**config.mk**
```make
export PLATFORM = sky130hd
export DESIGN_NAME = cacheController
export DESIGN_NICKNAME = d
export VERILOG_FILES = /design/src/rtl/cachePkg.sv /design/src/rtl/cacheController.sv
export SDC_FILE = /design/constraint.sdc
export NUM_CORES = 1
export LEC_CHECK = 0
export ABC_CLOCK_PERIOD_IN_PS = 12510
export BUFFER_PORTS_ARGS = -buffer_cell sky130_fd_sc_hd__buf_2
export CAP_MARGIN = 15
export CORE_AREA = 2 2 124 126
export CTS_BUF_LIST = sky130_fd_sc_hd__clkbuf_8
export CTS_CLUSTER_SIZE = 28
export DETAILED_ROUTE_END_ITERATION = 16
export DIE_AREA = 0 0 126 128
export SETUP_SLACK_MARGIN = 0.5
export SLEW_MARGIN = 20
export SYNTH_ARGS = -nofsm -noshare
export SYNTH_HDL_FRONTEND = slang
export SYNTH_SLANG_ARGS = --single-unit
```
**constraint.sdc**
```tcl
create_clock -name CLK -period 12.51 [get_ports CLK]
set_clock_uncertainty 0.05 [all_clocks]
set_input_delay 0.6255 -clock CLK [delete_from_list [all_inputs] [get_ports CLK]]
set_output_delay 0.6255 -clock CLK [all_outputs]
set_load 0.02 [all_outputs]
```
**src/rtl/cachePkg.sv**
```systemverilog
package cachePkg;

    //////////////////////////////////////////////////////////////////////
    // Cache geometry
    //////////////////////////////////////////////////////////////////////

    // Direct mapped, one 32-bit word per line
    localparam int TagBits    = 22;
    localparam int IndexBits  = 8;
    localparam int OffsetBits = 2;
    localparam int Lines      = 1 << IndexBits;

    //////////////////////////////////////////////////////////////////////
    // Address word
    //////////////////////////////////////////////////////////////////////

    // Raw view for ports and memory
    // Fields view for array indexing and tag compare
    typedef union packed {
        logic [31:0] raw;
        struct packed {
            // Bits 31 to 10
            logic [TagBits-1:0]    tag;
            // Bits 9 to 2, selects the line
            logic [IndexBits-1:0]  index;
            // Byte inside the word, ignored by the cache
            logic [OffsetBits-1:0] offset;
        } fields;
    } CacheAddr;

    //////////////////////////////////////////////////////////////////////
    // Controller states
    //////////////////////////////////////////////////////////////////////

    // Idle       wait for a queued request and pop it
    // Lookup     array compare on the held address
    // WriteBack  dirty victim goes out to memory
    // Fill       line is read from memory
    // Update     array takes the fill or the write word
    // Respond    one response pulse to the processor
    typedef enum logic [2:0] {
        Idle,
        Lookup,
        WriteBack,
        Fill,
        Update,
        Respond
    } CtrlState;

endpackage

```
**src/rtl/cacheController.sv**
```systemverilog
`timescale 1ns/10ps

module cacheController (
    input  logic                         CLK,
    input  logic                         Reset,
    input  logic                         HeadValid,
    input  logic                         HeadWrite,
    input  logic [31:0]                  HeadAddr,
    input  logic [31:0]                  HeadWData,
    input  logic                         Hit,
    input  logic                         LineValid,
    input  logic                         LineDirty,
    input  logic [31:0]                  LineData,
    input  logic [cachePkg::TagBits-1:0] VictimTag,
    input  logic                         MemDone,
    input  logic [31:0]                  MemRData,
    output logic                         Pop,
    output cachePkg::CacheAddr           LookupAddr,
    output logic                         ArrayWrite,
    output logic [31:0]                  ArrayWData,
    output logic                         ArrayDirty,
    output logic                         MemReq,
    output logic                         MemWrite,
    output logic [31:0]                  MemAddr,
    output logic [31:0]                  MemWData,
    output logic                         RespValid,
    output logic [31:0]                  RespData,
    output logic                         RespHit
);

    cachePkg::CtrlState State;

    // Request held from Pop until Respond
    logic               ReqIsWrite;
    cachePkg::CacheAddr ReqAddr;
    logic [31:0]        ReqWData;

    // Hit result from Lookup since the line may change before Respond
    logic HitReg;

    // Memory transaction issued and not yet done
    logic Pending;

    // Word returned by the fill read
    logic [31:0] FillData;

    // Writeback address rebuilt from the victim tag
    cachePkg::CacheAddr WbAddr;

    //////////////////////////////////////////////////////////////////////
    // State machine
    //////////////////////////////////////////////////////////////////////

    always_ff @(posedge CLK or posedge Reset) begin
        if (Reset) begin
            State   <= cachePkg::Idle;
            HitReg  <= 1'b0;
            Pending <= 1'b0;
        end else begin
            // Issue marks pending and done clears it
            if (MemReq) begin
                Pending <= 1'b1;
            end else if (MemDone) begin
                Pending <= 1'b0;
            end
            case (State)
                cachePkg::Idle: begin
                    if (HeadValid) begin
                        State <= cachePkg::Lookup;
                    end
                end
                cachePkg::Lookup: begin
                    HitReg <= Hit;
                    if (Hit) begin
                        State <= cachePkg::Respond;
                    end else if (LineValid && LineDirty) begin
                        State <= cachePkg::WriteBack;
                    end else begin
                        State <= cachePkg::Fill;
                    end
                end
                cachePkg::WriteBack: begin
                    if (MemDone) begin
                        State <= cachePkg::Fill;
                    end
                end
                cachePkg::Fill: begin
                    if (MemDone) begin
                        State <= cachePkg::Update;
                    end
                end
                cachePkg::Update: State <= cachePkg::Respond;
                default:          State <= cachePkg::Idle;
            endcase
        end
    end

    // Request capture on Pop and fill word capture on read completion
    always_ff @(posedge CLK) begin
        if (Pop) begin
            ReqIsWrite  <= HeadWrite;
            ReqAddr.raw <= HeadAddr;
            ReqWData    <= HeadWData;
        end
        if ((State == cachePkg::Fill) && MemDone) begin
            FillData <= MemRData;
        end
    end

    //////////////////////////////////////////////////////////////////////
    // Outputs
    //////////////////////////////////////////////////////////////////////

    // Take the head in the same cycle it is seen
    assign Pop = (State == cachePkg::Idle) && HeadValid;

    assign LookupAddr = ReqAddr;

    always_comb begin
        WbAddr              = ReqAddr;
        WbAddr.fields.tag   = VictimTag;
        WbAddr.fields.offset = '0;
    end

    // One request per memory phase
    assign MemReq   = ((State == cachePkg::WriteBack) || (State == cachePkg::Fill)) && !Pending;
    assign MemWrite = (State == cachePkg::WriteBack);
    assign MemAddr  = MemWrite ? WbAddr.raw : ReqAddr.raw;
    // Victim line still in the array during writeback
    assign MemWData = LineData;

    // Miss update or write hit at Respond
    assign ArrayWrite = (State == cachePkg::Update) ||
                        ((State == cachePkg::Respond) && HitReg && ReqIsWrite);
    // Read miss stores clean fill data and writes store dirty
    assign ArrayWData = ReqIsWrite ? ReqWData : FillData;
    assign ArrayDirty = ReqIsWrite;

    assign RespValid = (State == cachePkg::Respond);
    // Reads see the line as it stands after any update
    assign RespData  = ReqIsWrite ? ReqWData : LineData;
    assign RespHit   = HitReg;

    // Memory request only on the first cycle of a miss phase
    assert property (@(posedge CLK) disable iff (Reset)
        MemReq |-> (State inside {cachePkg::WriteBack, cachePkg::Fill}) &&
        (State != $past(State)));

    // Response follows a hit Lookup or an Update
    assert property (@(posedge CLK) disable iff (Reset)
        RespValid |-> (($past(State) == cachePkg::Lookup) && RespHit) ||
        ($past(State) == cachePkg::Update));

endmodule

```
==> qor.yml <==
outcome:
  status: "complete, no violations"
setup_path:
  crit_slowest_cell: "dfrtp_1"
  crit_arrival_ns: 2.11
  reg2reg_to: "FillData[15]$_DFFE_PP_"
  cp_max_fo: 25
  path_cells: "nand2b_4, nor2_8, mux2_2, buf_2"
  reg2regPathDepth: 2
  crit_type: "register to output pin"
  timing.rr.start: "State[0]$_DFFE_PP0P_"
  slowest_delay_ns: 0.48
  endpoint_kind: "output pin"
  critical_path_required_ns: 11.83
  crit_family: "simple AND/OR/NAND/NOR gates"
  rrSetupSlack_ns: 10.45
  path_buf_inv: 1
  cp-start-kind: "register"
sta:
  rsz0062_at_grt: "no"
  finalSetupViolations: 0
  fmax_ghz: 0.3596
  tns_ns: 0
  slew_headroom_pct: 32.48
  period_minus_slack_ns: 2.781
  tightest_slew_ns: 1.010
  worst_slack_ns: 9.729
  finalHoldWorstSlack_ns: 0.08148
  maxSlewViolCount: 0
  period_share_pct: 22.23
  hold_viol_final: 0
yosys:
  synthMuxAreaShare_pct: 7.423
  ys_top_cells_by_area: "edfxtp_1, o21ai_0, buf_4"
  yosysSeqAreaShare_pct: 65.78
  ys_warn_count: 0
  synth-simple-area-share_pct: 5.012
  synth_compound_area_share_pct: 7.694
  synth_top_family_by_area: "buffers and inverters"
  synthXorXnorAreaFrac_pct: 0.1897
  syn_area_um2: 4618
  synth-seq-cells: 102
  synth-adder-area-share_pct: 0
  syn_area_per_cell_um2: 12.58
  syn-num-nets: 525
  ys_types: 25
  synth_top_area_cell: "edfxtp_1"
  postSynthCellCount: 367
  synth_top_area_share_pct: 63.07
place:
  portBuffers: 324
  gp_congestion: 0.8177
  place_worst_setup_slack_ns: 10.17
  dp_hpwl_mm: 9.685
floorplan:
  num_rows: 45
  die_h_um: 128
  initial_core_util_pct: 31.07
  die-area_um2: 16130
  ios: 325
  core_um2: 14860
  die_w_um: 126
layout:
  fillers: 1449
  num_antenna_cells: 0
  nNetsFinal: 808
  drive_above_1_share_pct: 56.34
  syn2layout_area_growth_pct: 36.82
clock_network:
  cts_resized: 0
  clk_pin_slew_ns: 0.10
  post-cts-setup-buffers: 0
  ctsHoldBuffers: 0
  clock_latency_ns: 0.37
  cts_tree: "built"
  cts_root_buf: "clkbuf_8"
  cts_inserted_buffers: 9
  cts.htree.levels: 3
  clock_sinks: 102
  cts_buffer_depth: 2
grt:
  grt_start_max_net_pins: 99
  antenna_found_initial: 0
  overflow: 0
  grt_pass1_vias: 3317
  grtUsageTotal_pct: 14.44
  grt_first_pass_wirelength_mm: 17.76
hold_path:
  hp-class: "primary input to async pin"
power:
  leakagePower_nw: 3.077
  powerDensity_nw_per_um2: 175.7
  vdd_drop_max_mv: 0.1705
routing:
  vias: 3574
  via_per_inst: 4.240
  drt_pass1_iterations: 4
  route.detailed.drc: 0
  drt_iter0_drc: 136
  drt-total-wl_mm: 12.48
  ant_nets: 0
  post_drt_wl_per_cell_um: 14.80
job:
  drv_cap: 0
-- metrics by stage --
step | instance area [um^2] | util, % | std cells | power (mW)
after CTS | 6319 | 42.51 | 843 | 1.126
after floorplan | 4618 | - | 367 | 0.7815
after detailed placement | 6110 | 41.10 | 827 | 0.9056
final | 6319 | 42.51 | 843 | 1.110
after global routing | 6319 | 42.51 | 843 | 1.172
after global placement | 6110 | 41.10 | 827 | 0.8996
-- cell type report --
cell class	count	area, um^2	share of cell area [%]
timing repair buffer	326	1637	25.90
multi-input combinational	145	952.2	15.07
tap	188	235.2	3.723
clock buffer	10	137.6	2.178
clock inverter	6	71.32	1.129
sequential	102	3038	48.08
inverter	66	247.7	3.921
-- cells in the mapped netlist (all sizes together) --
cell type,number
or2b,1
mux2,23
a21oi,2
nor4b,1
nor2b,2
o31ai,1
mux2i,2
nand2b,1
o21ai,66
nor2,6
clkbuf,6
xnor2,1
buf,48
o211ai,1
inv,66
dfrtp,5
nand2,36
edfxtp,97
nor3b,2
-- per-layer routing --
layer | vias to the layer above | global-route usage (%) | wire length, um
met3 | 17 | 3.715 | 878
met1 | 1661 | 18.65 | 5160
met4 | 0 | 6.335 | 233
met2 | 141 | 23.06 | 6204
li1 | 1755 | - | -
met5 | - | 0 | 0
-- power breakdown --
group	switching, mW	internal, mW
Combinational	0.270	0.146
Sequential	0.0327	0.445
Clock	0.118	0.0990
-- placed cells by master (no fill, tap or decap), drive strengths merged, types with 2 or more instances in the layout --
master    netlist  layout
nor2b           2       2
clkbuf          6      10
dfrtp           5       5
mux2i           2       2
clkinvlp        0       2
buf            48     326
nor3b           2       2
o21ai          66      66
mux2           23      23
clkinv          0       3
inv            66      66
a21oi           2       2
nand2          36      36
edfxtp         97      97
nor2            6       6
-- flip-flops by register name (all words and copies together) (netlist names) --
register,count
ArrayDirty,1
FillData,32
LookupAddr,32
Pending,1
ReqWData,32
RespHit,1
State,3
-- cells by family after synthesis --
group	Yosys count
AOI/OAI and AO/OA	70
and+or+nand+nor	49
DFF	102
buffers and inverters	120
muxes	25
xor gates and xnor gates	1
-- worst max path at each step --
stage / slack (ns) / start / cells past startpoint / end
after floorplan: 3.94 / State[1]$_DFFE_PP0P_ / 2 / ArrayDirty$_DFFE_PP_
after global placement: 10.24 / State[2]$_DFFE_PP0P_ / 4 / MemAddr[31]
after detailed placement: 10.17 / State[2]$_DFFE_PP0P_ / 4 / MemAddr[10]
after CTS: 9.72 / State[2]$_DFFE_PP0P_ / 4 / MemAddr[10]
after global routing: 9.59 / ArrayDirty$_DFFE_PP_ / 4 / ArrayWData[2]
final: 9.73 / State[2]$_DFFE_PP0P_ / 4 / MemAddr[10]
Power figures use the tool's default switching activity.
