==> config.mk <==
export PLATFORM = sky130hd
export DESIGN_NAME = requestQueue
export DESIGN_NICKNAME = d
export VERILOG_FILES = /design/src/rtl/requestQueue.sv
export SDC_FILE = /design/constraint.sdc
export NUM_CORES = 1
export LEC_CHECK = 0
export ABC_CLOCK_PERIOD_IN_PS = 5950
export BUFFER_PORTS_ARGS = -buffer_cell sky130_fd_sc_hd__buf_4
export CAP_MARGIN = 20
export CORE_ASPECT_RATIO = 1.5
export CORE_UTILIZATION = 40
export DETAILED_ROUTE_END_ITERATION = 7
export MAX_ROUTING_LAYER = met4
export PLACE_DENSITY = 0.59
export SKIP_CTS_REPAIR_TIMING = 1
export SYNTH_ARGS = -nofsm -noshare
export SYNTH_HDL_FRONTEND = slang
export SYNTH_SLANG_ARGS = --single-unit
==> constraint.sdc <==
create_clock -name CLK -period 5.95 [get_ports CLK]
set_input_delay 1.19 -clock CLK [delete_from_list [all_inputs] [get_ports CLK]]
set_output_delay 1.19 -clock CLK [all_outputs]
set_load 0.03 [all_outputs]
==> src/rtl/requestQueue.sv <==
`timescale 1ns/10ps

module requestQueue #(
    parameter int QueueDepth = 4
) (
    input  logic        CLK,
    input  logic        Reset,
    input  logic        ReqValid,
    input  logic        ReqWrite,
    input  logic [31:0] ReqAddr,
    input  logic [31:0] ReqWData,
    input  logic        Pop,
    output logic        HeadValid,
    output logic        HeadWrite,
    output logic [31:0] HeadAddr,
    output logic [31:0] HeadWData,
    output logic        CreditReturn
);

    // Pointer width stays one bit for a single entry queue
    localparam int PtrBits   = (QueueDepth > 1) ? $clog2(QueueDepth) : 1;
    localparam int CountBits = $clog2(QueueDepth + 1);

    // Entry storage
    logic        WriteMem [QueueDepth];
    logic [31:0] AddrMem  [QueueDepth];
    logic [31:0] WDataMem [QueueDepth];

    logic [PtrBits-1:0]   WrPtr;
    logic [PtrBits-1:0]   RdPtr;
    logic [CountBits-1:0] Count;

    // Entry payload
    always_ff @(posedge CLK) begin
        if (ReqValid) begin
            WriteMem[WrPtr] <= ReqWrite;
            AddrMem[WrPtr]  <= ReqAddr;
            WDataMem[WrPtr] <= ReqWData;
        end
    end

    // Pointers wrap at QueueDepth, which need not be a power of two
    always_ff @(posedge CLK or posedge Reset) begin
        if (Reset) begin
            WrPtr <= '0;
            RdPtr <= '0;
            Count <= '0;
        end else begin
            if (ReqValid) begin
                WrPtr <= (WrPtr == PtrBits'(QueueDepth - 1)) ? '0 : WrPtr + 1'b1;
            end
            if (Pop) begin
                RdPtr <= (RdPtr == PtrBits'(QueueDepth - 1)) ? '0 : RdPtr + 1'b1;
            end
            // Simultaneous push and pop keeps the count
            case ({ReqValid, Pop})
                2'b10:   Count <= Count + 1'b1;
                2'b01:   Count <= Count - 1'b1;
                default: Count <= Count;
            endcase
        end
    end

    // Head entry straight from storage
    assign HeadValid = (Count != '0);
    assign HeadWrite = WriteMem[RdPtr];
    assign HeadAddr  = AddrMem[RdPtr];
    assign HeadWData = WDataMem[RdPtr];

    // One credit back per entry taken by the controller
    assign CreditReturn = Pop;

    // Sender credit accounting must keep a full queue from taking a push
    assert property (@(posedge CLK) disable iff (Reset)
        ReqValid |-> (Count < CountBits'(QueueDepth)));

    // Controller only pops what it was shown
    assert property (@(posedge CLK) disable iff (Reset)
        Pop |-> (Count != '0));

endmodule

==> qor.csv, run 1 <==
stage,metric,value,unit
worst_hold_path,hp-class,reg2reg,
die,core_area,23800,um^2
detailed_routing,wirelength,17500,um
synth,syn_area_per_cell,25.9,um^2
worst_setup_path,regToRegStartpoint,WrPtr[0]$_DFFE_PP0P_,
die,dieArea,25100,um^2
detailed_routing,vias,4288,
cts,cts_tree,built,
timing,hold_violations,0,
placement,place_ws,2.29,ns
timing,clock_skew,0.0117,ns
cts,clk-insertion-delay-late,0.52,ns
placement,placed_area,11100,um^2
timing,min_period,3.46,ns
power_and_ir_drop,clkPwrFrac,26.8,%
cts,cts-root-buf,clkbuf_16,
global_route,grt_max_degree,68,
cts,path_clk_slew,0.06,ns
power_and_ir_drop,p_total,5860,uW
placement,port_buffers,135,
die,die_x,130,um
cts,clkSinkCount,267,
run_status,outcome,finished clean,
finish,fin_area,12000,um^2
die,dieHeight,194,um
worst_hold_path,min_from,Count[2]$_DFFE_PP0P_,
power_and_ir_drop,powerDensity,489,nW/um^2
finish,nFillCells,1994,
synth,ys_warn_count,0,
detailed_routing,avgRoutedWirePerCell,20.1,um
synth,synth_cells,378,
global_route,antenna_found_initial,0,
detailed_routing,first_pass_iters,4,
power_and_ir_drop,leakage,0.00409,uW
synth,ys_ff_latch,267,
die,start_util,41.1,%
global_route,grt_pass1_vias,4776,
global_route,global_route.overflow_total,0,
global_route,track_usage,14.9,%
power_and_ir_drop,pwr-share-seq,44.3,%
timing,rsz0062_at_grt,false,
timing,setup_slack,2.49,ns
die,ioPinCount,136,
timing,slew_violations,0,
power_and_ir_drop,p_sw,1810,uW
timing,relSlewSlack,28.6,%
placement,gp_congestion,0.695,
worst_setup_path,regToRegEndpoint,WDataMem[0][29]$_DFFE_PP_,
timing,timing.final.crit_share,58.2,%
cts,htreeDepth,1,
synth,synth.distinct_cells,21,
finish,antenna_cells,0,
power_and_ir_drop,swShare,30.9,%
timing,tightest_slew,1.07,ns
die,num_rows,69,
power_and_ir_drop,p_int,4050,uW
power_and_ir_drop,ir_worst_vdd,0.289,mV
worst_setup_path,worst_ep_arrival_time,2.27,ns
detailed_routing,dr.first_iter.drc_count,202,
detailed_routing,vias_per_cell,4.95,
synth,netlist_area,9800,um^2
worst_setup_path,r2r_cells,3,
worst_setup_path,cp_data_required_time,4.76,ns
timing,max_freq,289,MHz
run,max-cap-violations,0,
worst_setup_path,start_kind,flop,
worst_setup_path,critical_path_class,reg2out,
finish,fin_nets,604,
detailed_routing,ant_nets,0,
synth,ys_seq_area_share,81.5,%
worst_hold_path,whs_path_depth,1,
worst_setup_path,worstSetupEndpointType,output pin,
finish,layout_commonest_cell,edfxtp_1,
worst_hold_path,hold_end,Count[2]$_DFFE_PP0P_,
synth,synth_top_cell_area_share,79.7,%
finish,layout_common_cells,"260 x edfxtp_1, 136 x buf_4, 65 x mux4_2",
finish,drive_gt1_share,44.7,%
worst_setup_path,worstPathMaxFanout,67,
global_route,grt_first_pass_wirelength,27100,um
timing,setup_tns,0,ns
cts,cts_made_buffers,26,
detailed_routing,drcViolationCount,0,
finish,syn_to_final_growth,22.2,%
timing,setup_violations,0,
power_and_ir_drop,comb_power_share,28.9,%
worst_setup_path,r2r_slack,3.98,ns
synth,synth_top_cell_by_area,edfxtp_1,
finish,postLayoutCoreUtil,50.3,%
cts,clk_path_buf_depth,3,
synth,synth_top_cells_by_area,"edfxtp_1 80%, mux4_2 15%, dfrtp_1 1.8%",
placement,hpwl,9890,um
synth,synthesis.nets,454,
[worst max-delay path by stage]
| stage | depth (start not counted) | endpoint | from | slack [ns] |
|---|---|---|---|---|
| final | 2 | HeadWData[15] | RdPtr[1]$_DFFE_PP0P_ | 2.49 |
| after global routing | 3 | HeadAddr[0] | RdPtr[0]$_DFFE_PP0P_ | 2.35 |
| after CTS | 3 | HeadAddr[0] | RdPtr[0]$_DFFE_PP0P_ | 1.73 |
| after detailed placement | 3 | HeadAddr[0] | RdPtr[0]$_DFFE_PP0P_ | 2.29 |
| after global placement | 3 | HeadAddr[0] | RdPtr[0]$_DFFE_PP0P_ | 2.33 |
| after floorplan | 1 | AddrMem[0][0]$_DFFE_PP_ | ReqValid | 2.80 |
[logic make-up (layout without fill, tap and decap cells)]
| kind of cell | after synthesis | after routing | share of synthesized area, % |
|---|---|---|---|
| adders and majority gates | 7 | 7 | 0.970 |
| and+or+nand+nor | 9 | 9 | 0.523 |
| AOI/OAI and AO/OA | 2 | 2 | 0.102 |
| xor gates and xnor gates | 3 | 3 | 0.268 |
| DFF | 267 | 267 | 81.5 |
| buffers and inverters | 22 | 192 | 1.40 |
| muxes | 68 | 68 | 15.3 |
[critical path: stages (launching register included)]
cell and delay [ns]:
dfrtp_4 1.09, mux4_2 0.45, buf_4 0.19
[synthesized netlist by cell type]
master / instances
and2_1: 4
buf_1: 1
buf_2: 5
buf_4: 3
buf_6: 5
clkbuf_1: 1
dfrtp_1: 7
edfxtp_1: 260
fa_1: 1
ha_1: 6
inv_1: 7
mux2_2: 1
mux2i_1: 2
mux4_2: 65
nand2_1: 1
nand2b_1: 1
nor2_1: 1
o21ai_0: 2
or3_1: 2
xnor2_1: 1
xor2_1: 2
[flip-flops by register name (all words and copies together) (netlist names)]
register,cells
WrPtr,2
AddrMem,128
WDataMem,128
RdPtr,2
WriteMem,4
Count,3
[layer usage]
layer	GRT usage, %	share of wire, %
met4	4.22	1.5
met1	16.9	38
met3	2.51	4.6
met5	-	0
met2	26.5	56
[power by group through the flow]
stage	clock (uW)	sequential, uW	combinational, uW
after floorplan	0	2510	1230
after global placement	0	2670	1660
after detailed placement	0	2690	1670
after CTS	1610	2650	1680
after global routing	1680	2630	1800
final	1570	2590	1690
[metrics by stage]
step	hold slack, ns	cells
CTS	0.492	866
finish	0.486	867
detailed placement	0.482	818
floorplan	0.434	378
global route	0.527	867
global placement	0.448	818
[final cells by class]
cell class | count | area (um^2) | share of cell area, %
multi-input combinational | 89 | 1690 | 14.1
clock inverter | 16 | 128 | 1.07
timing repair buffer | 137 | 1050 | 8.76
sequential | 267 | 7990 | 66.7
inverter | 7 | 26.3 | 0.219
clock buffer | 32 | 694 | 5.80
tap | 319 | 399 | 3.33
Note: power is estimated with default switching activity, not from simulation.
==> run 2, diff against run 1 <==
--- a/config.mk
+++ b/config.mk
@@ -5,14 +5,14 @@
 export SDC_FILE = /design/constraint.sdc
 export NUM_CORES = 1
 export LEC_CHECK = 0
-export ABC_CLOCK_PERIOD_IN_PS = 5950
+export ABC_CLOCK_PERIOD_IN_PS = 3100
 export BUFFER_PORTS_ARGS = -buffer_cell sky130_fd_sc_hd__buf_4
 export CAP_MARGIN = 20
 export CORE_ASPECT_RATIO = 1.5
 export CORE_UTILIZATION = 40
 export DETAILED_ROUTE_END_ITERATION = 7
 export MAX_ROUTING_LAYER = met4
-export PLACE_DENSITY = 0.59
+export PLACE_DENSITY = 0.61
 export SKIP_CTS_REPAIR_TIMING = 1
 export SYNTH_ARGS = -nofsm -noshare
 export SYNTH_HDL_FRONTEND = slang
==> constraint.sdc (replaced) <==
create_clock -name CLK -period 3.1 [get_ports CLK]
set_input_delay 0.62 -clock CLK [delete_from_list [all_inputs] [get_ports CLK]]
set_output_delay 0.62 -clock CLK [all_outputs]
set_load 0.03 [all_outputs]
==> run 2 against run 1 <==
- first-iteration DRC count grew 18%
- global-route usage grew 0.49 points
- sequential cell count is the same
- die area is the same
- count of clock-buffer cells in the layout is the same
- worst hold slack lost 0.45 ns
- register-to-register slack lost 2.7 ns
- sequential power grew 89%
- non-clock buffer count grew 6
- final area grew 0.70%
- critical path type unchanged
- largest cell class unchanged
==> qor.csv, run 2 (synthesis results as in run 1) <==
stage,metric,value,unit
run_status,outcome,finished clean,
detailed_routing,ant_nets,0,
timing,setup_violations,0,
power_and_ir_drop,leakage,0.00412,uW
finish,drive_gt1_share,45.4,%
worst_hold_path,hp-class,in2async,
finish,fin_nets,610,
timing,rsz0062_at_grt,false,
power_and_ir_drop,powerDensity,934,nW/um^2
timing,relSlewSlack,57.9,%
die,dieArea,25100,um^2
worst_setup_path,worstPathMaxFanout,41,
worst_setup_path,crit_path_max_incr_delay,0.83,ns
worst_setup_path,cp_data_required_time,2.48,ns
timing,timing.final.crit_share,93.4,%
cts,htreeDepth,1,
timing,tightest_slew,0.631,ns
placement,hpwl,11000,um
die,die_x,130,um
global_route,grt_pass1_vias,4846,
placement,gp_congestion,0.677,
timing,setup_slack,0.206,ns
worst_setup_path,crit_chain,buf_4 > mux4_2 > buf_4,
timing,min_period,2.89,ns
worst_setup_path,critical_path_buf_inv_count,2,
worst_setup_path,worst_ep_arrival_time,2.27,ns
cts,cts_tree,built,
run,max-cap-violations,0,
worst_setup_path,critical_path_class,reg2out,
global_route,antenna_found_initial,0,
global_route,grt_first_pass_wirelength,27600,um
die,core_area,23800,um^2
power_and_ir_drop,ir_worst_vdd,0.619,mV
worst_setup_path,worstSetupEndpointType,output pin,
finish,layout_common_cells,"260 x edfxtp_1, 137 x buf_4, 65 x mux4_2",
finish,antenna_cells,0,
global_route,grt_max_degree,42,
die,num_rows,69,
timing,max_freq,346,MHz
die,ioPinCount,136,
worst_setup_path,start_kind,flop,
power_and_ir_drop,p_total,11300,uW
die,dieHeight,194,um
cts,clk-insertion-delay-late,0.51,ns
global_route,track_usage,15.4,%
timing,setup_tns,0,ns
placement,port_buffers,135,
worst_setup_path,critical_path.top_delay_family,flip-flops,
cts,cts-root-buf,clkbuf_16,
finish,layout_commonest_cell,edfxtp_1,
cts,cts_made_buffers,26,
detailed_routing,avgRoutedWirePerCell,20.7,um
finish,fin_area,12100,um^2
detailed_routing,vias,4317,
worst_setup_path,path_common_cell,buf_4,
finish,syn_to_final_growth,23.1,%
finish,nFillCells,1948,
die,start_util,41.1,%
detailed_routing,wirelength,18000,um
cts,path_clk_slew,0.06,ns
placement,place_ws,0.689,ns
timing,whs,0.0338,ns
placement,placed_area,11300,um^2
detailed_routing,vias_per_cell,4.96,
finish,reg.largest.list,"AddrMem x128, WDataMem x128, WriteMem x4",
worst_setup_path,critPathSlowestCell,dfrtp_4,
timing,clock_skew,0.00751,ns
timing,hold_violations,0,
cts,clk_path_buf_depth,3,
detailed_routing,drcViolationCount,0,
global_route,global_route.overflow_total,0,
detailed_routing,first_pass_iters,4,
detailed_routing,dr.first_iter.drc_count,238,
cts,clkSinkCount,267,
timing,slew_violations,0,
-- run 2: area by class of cell --
class                      instances  area (um^2)  share of cell area (%)
clock inverter                    13          111                   0.924
inverter                           7         26.3                   0.218
multi-input combinational         89         1690                    14.0
clock buffer                      32          694                    5.76
sequential                       267         7990                    66.3
timing repair buffer             143         1150                    9.53
tap                              319          399                    3.31
-- run 2: worst reg2reg max path, stage by stage (launching register included) --
cell and delay (ns):
dfrtp_1 0.41, inv_1 0.11, ha_1 0.16, and2_4 0.52
buf_12 0.31
-- run 2: final timing paths --
check | depth (start not counted) | start | slack, ns | to
worst min register to register | 1 | Count[2]$_DFFE_PP0P_ | 0.46 | Count[2]$_DFFE_PP0P_
worst max-delay path | 3 | RdPtr[1]$_DFFE_PP0P_ | 0.21 | HeadAddr[6]
worst min-delay path | 2 | Reset | 0.03 | Count[0]$_DFFE_PP0P_
min in group CLK | 1 | ReqWData[9] | 0.30 | WDataMem[1][9]$_DFFE_PP_
worst max register to register | 4 | WrPtr[0]$_DFFE_PP0P_ | 1.25 | WDataMem[0][31]$_DFFE_PP_
max in group asynchronous | 2 | Reset | 2.83 | RdPtr[1]$_DFFE_PP0P_
-- run 2: stage by stage --
stage          std cells  util, %
6_report             870     50.6
5_1_grt              870     50.6
3_5_place_dp         825     47.2
3_3_place_gp         825     47.2
2_1_floorplan        378        -
4_1_cts              870     50.6
-- run 2: power breakdown --
group          switching (uW)  internal (uW)
registers                 270           4630
clock network            1220           1740
logic                    1970           1430
total                    3460           7800
-- run 2: routing by layer --
| layer | vias up | wire, um | global-route usage, % |
|---|---|---|---|
| met4 | 0 | 369 | 4.52 |
| li1 | 1917 | - | - |
| met5 | - | 0 | - |
| met1 | 2265 | 6650 | 16.5 |
| met3 | 31 | 644 | 2.15 |
| met2 | 104 | 10400 | 28.6 |
==> run 3, diff against run 2 <==
--- a/config.mk
+++ b/config.mk
@@ -5,14 +5,13 @@
 export SDC_FILE = /design/constraint.sdc
 export NUM_CORES = 1
 export LEC_CHECK = 0
-export ABC_CLOCK_PERIOD_IN_PS = 3100
 export BUFFER_PORTS_ARGS = -buffer_cell sky130_fd_sc_hd__buf_4
 export CAP_MARGIN = 20
 export CORE_ASPECT_RATIO = 1.5
-export CORE_UTILIZATION = 40
+export CORE_UTILIZATION = 35
 export DETAILED_ROUTE_END_ITERATION = 7
 export MAX_ROUTING_LAYER = met4
-export PLACE_DENSITY = 0.61
+export PLACE_DENSITY = 0.53
 export SKIP_CTS_REPAIR_TIMING = 1
 export SYNTH_ARGS = -nofsm -noshare
 export SYNTH_HDL_FRONTEND = slang
==> constraint.sdc (replaced) <==
create_clock -name CLK -period 3.6 [get_ports CLK]
set_input_delay 0.72 -clock CLK [delete_from_list [all_inputs] [get_ports CLK]]
set_output_delay 0.72 -clock CLK [all_outputs]
set_load 0.03 [all_outputs]
==> run 3 against run 2 <==
- the flow now finishes with violations (design-rule violations)
- sequential power down 14%
- setup slack gained 0.43 ns
- non-clock buffer count is 4 lower
- power decreased by 13%
- clock skew fell by 0.0015 ns
- worst hold slack improved by 0.10 ns
- routed wire length is 3.7% higher
- register-to-register slack improved by 0.38 ns
- via count is 0.21% higher
- sequential share of layout area up 0.17 points
- core utilization is 6.7 points lower
- sequential cell count is the same
- critical endpoint is now HeadAddr[29]
- highest routed layer unchanged
==> qor.csv, run 3 (synthesis results as in run 1) <==
stage,metric,value,unit
global_route,grt_use_met3,2.49,%
placement,gp_congestion,0.657,
cts,cts-root-buf,clkbuf_16,
placement,dpl.cell_count,844,
detailed_routing,wirelength,18700,um
placement,port_buffers,135,
finish,nFillCells,2384,
timing,clock_skew,0.00604,ns
die,dieArea,28700,um^2
finish,reg.largest.list,"AddrMem x128, WDataMem x128, WriteMem x4",
die,start_util,35.8,%
finish,syn_to_final_growth,22.8,%
power_and_ir_drop,leakage,0.00410,uW
cts,clkSinkCount,267,
detailed_routing,vias,4326,
die,die_x,139,um
finish,layout_commonest_cell,edfxtp_1,
die,core_area,27400,um^2
finish,drive_gt1_share,45.1,%
cts,cts_made_buffers,25,
global_route,grt_first_pass_wirelength,28400,um
worst_setup_path,worst_ep_arrival_time,2.24,ns
die,num_rows,74,
timing,tightest_slew,1.05,ns
global_route,use_met2,24.7,%
run_status,violations,design-rule violations,
global_route,track_usage,13.7,%
power_and_ir_drop,ir_worst_vdd,0.457,mV
global_route,top_usage_layer,met2,
finish,multi_input_area,1690,um^2
die,dieHeight,207,um
finish,antenna_cells,0,
placement,hpwl,10600,um
finish,fin_area,12000,um^2
finish,stdcell_count,888,
global_route,grt_max_degree,68,
global_route,antenna_found_initial,0,
detailed_routing,ant_nets,0,
cts,cts_tree,built,
finish,postLayoutCoreUtil,43.9,%
timing,min_period,2.96,ns
timing,slew_violations,0,
timing,setup_tns,0,ns
finish,layout_common_cells,"260 x edfxtp_1, 137 x buf_4, 65 x mux4_2",
timing,hold_violations,0,
worst_hold_path,hp-class,in2async,
global_route,grt_pass1_vias,4967,
timing,relSlewSlack,29.8,%
timing,max_freq,338,MHz
power_and_ir_drop,powerDensity,815,nW/um^2
worst_setup_path,cp_data_required_time,2.88,ns
run,max-cap-violations,0,
cts,path_clk_slew,0.06,ns
cts,clk-insertion-delay-late,0.52,ns
worst_setup_path,worstPathMaxFanout,67,
detailed_routing,vias_per_cell,4.87,
detailed_routing,dr.first_iter.drc_count,227,
worst_setup_path,critical_path_class,reg2out,
die,ioPinCount,136,
placement,placed_area,11200,um^2
timing,setup_violations,0,
detailed_routing,first_pass_iters,8,
cts,htreeDepth,1,
timing,rsz0062_at_grt,false,
run_status,outcome,finished with violations,
timing,timing.final.crit_share,82.2,%
worst_setup_path,start_kind,flop,
worst_setup_path,worstSetupEndpointType,output pin,
detailed_routing,avgRoutedWirePerCell,21.1,um
finish,fin_nets,605,
global_route,global_route.overflow_total,0,
detailed_routing,drcViolationCount,9,
cts,clk_path_buf_depth,3,
global_route,use_met1,15.5,%
finish,regArea,7990,um^2
[run 3: per-layer routing]
metal,wire (um),part of all wire (%)
met1,7210,39
met2,10200,54
met3,972,5.2
met4,357,1.9
met5,0,0
[run 3: layout make-up]
class                      instances  area share (%)
clock buffer                      35            5.68
clock inverter                     9            1.20
inverter                           7           0.218
multi-input combinational         89            14.0
sequential                       267            66.4
tap                              342            3.56
timing repair buffer             139            8.88
[run 3: worst max-delay path, stage by stage (launching register included)]
cell and delay, ns:
dfrtp_4 0.41, buf_12 0.47, mux4_2 0.62, buf_4 0.19
[run 3: final timing paths]
| kind | cells after the start | slack, ns | start | endpoint |
|---|---|---|---|---|
| min in group CLK | 1 | 0.40 | ReqAddr[24] | AddrMem[3][24]$_DFFE_PP_ |
| worst max register to register | 4 | 1.63 | WrPtr[0]$_DFFE_PP0P_ | WDataMem[0][0]$_DFFE_PP_ |
| max in group asynchronous | 2 | 3.21 | Reset | RdPtr[0]$_DFFE_PP0P_ |
| worst min-delay path | 2 | 0.14 | Reset | WrPtr[1]$_DFFE_PP0P_ |
| worst min register to register | 1 | 0.48 | Count[2]$_DFFE_PP0P_ | Count[2]$_DFFE_PP0P_ |
| worst max-delay path | 3 | 0.64 | RdPtr[0]$_DFFE_PP0P_ | HeadAddr[29] |
[run 3: metrics by stage]
stage	power (uW)	hold WS [ns]	worst slack [ns]
global placement	7230	0.449	1.12
detailed placement	7290	0.470	1.12
global route	10200	0.138	0.504
CTS	9980	0.122	0.556
finish	9810	0.136	0.639
floorplan	6190	0.434	0.921
[run 3: power by group]
part / internal, uW / switching (uW)
Clock: 1610 / 1070
Sequential: 3990 / 195
Combinational: 1190 / 1750
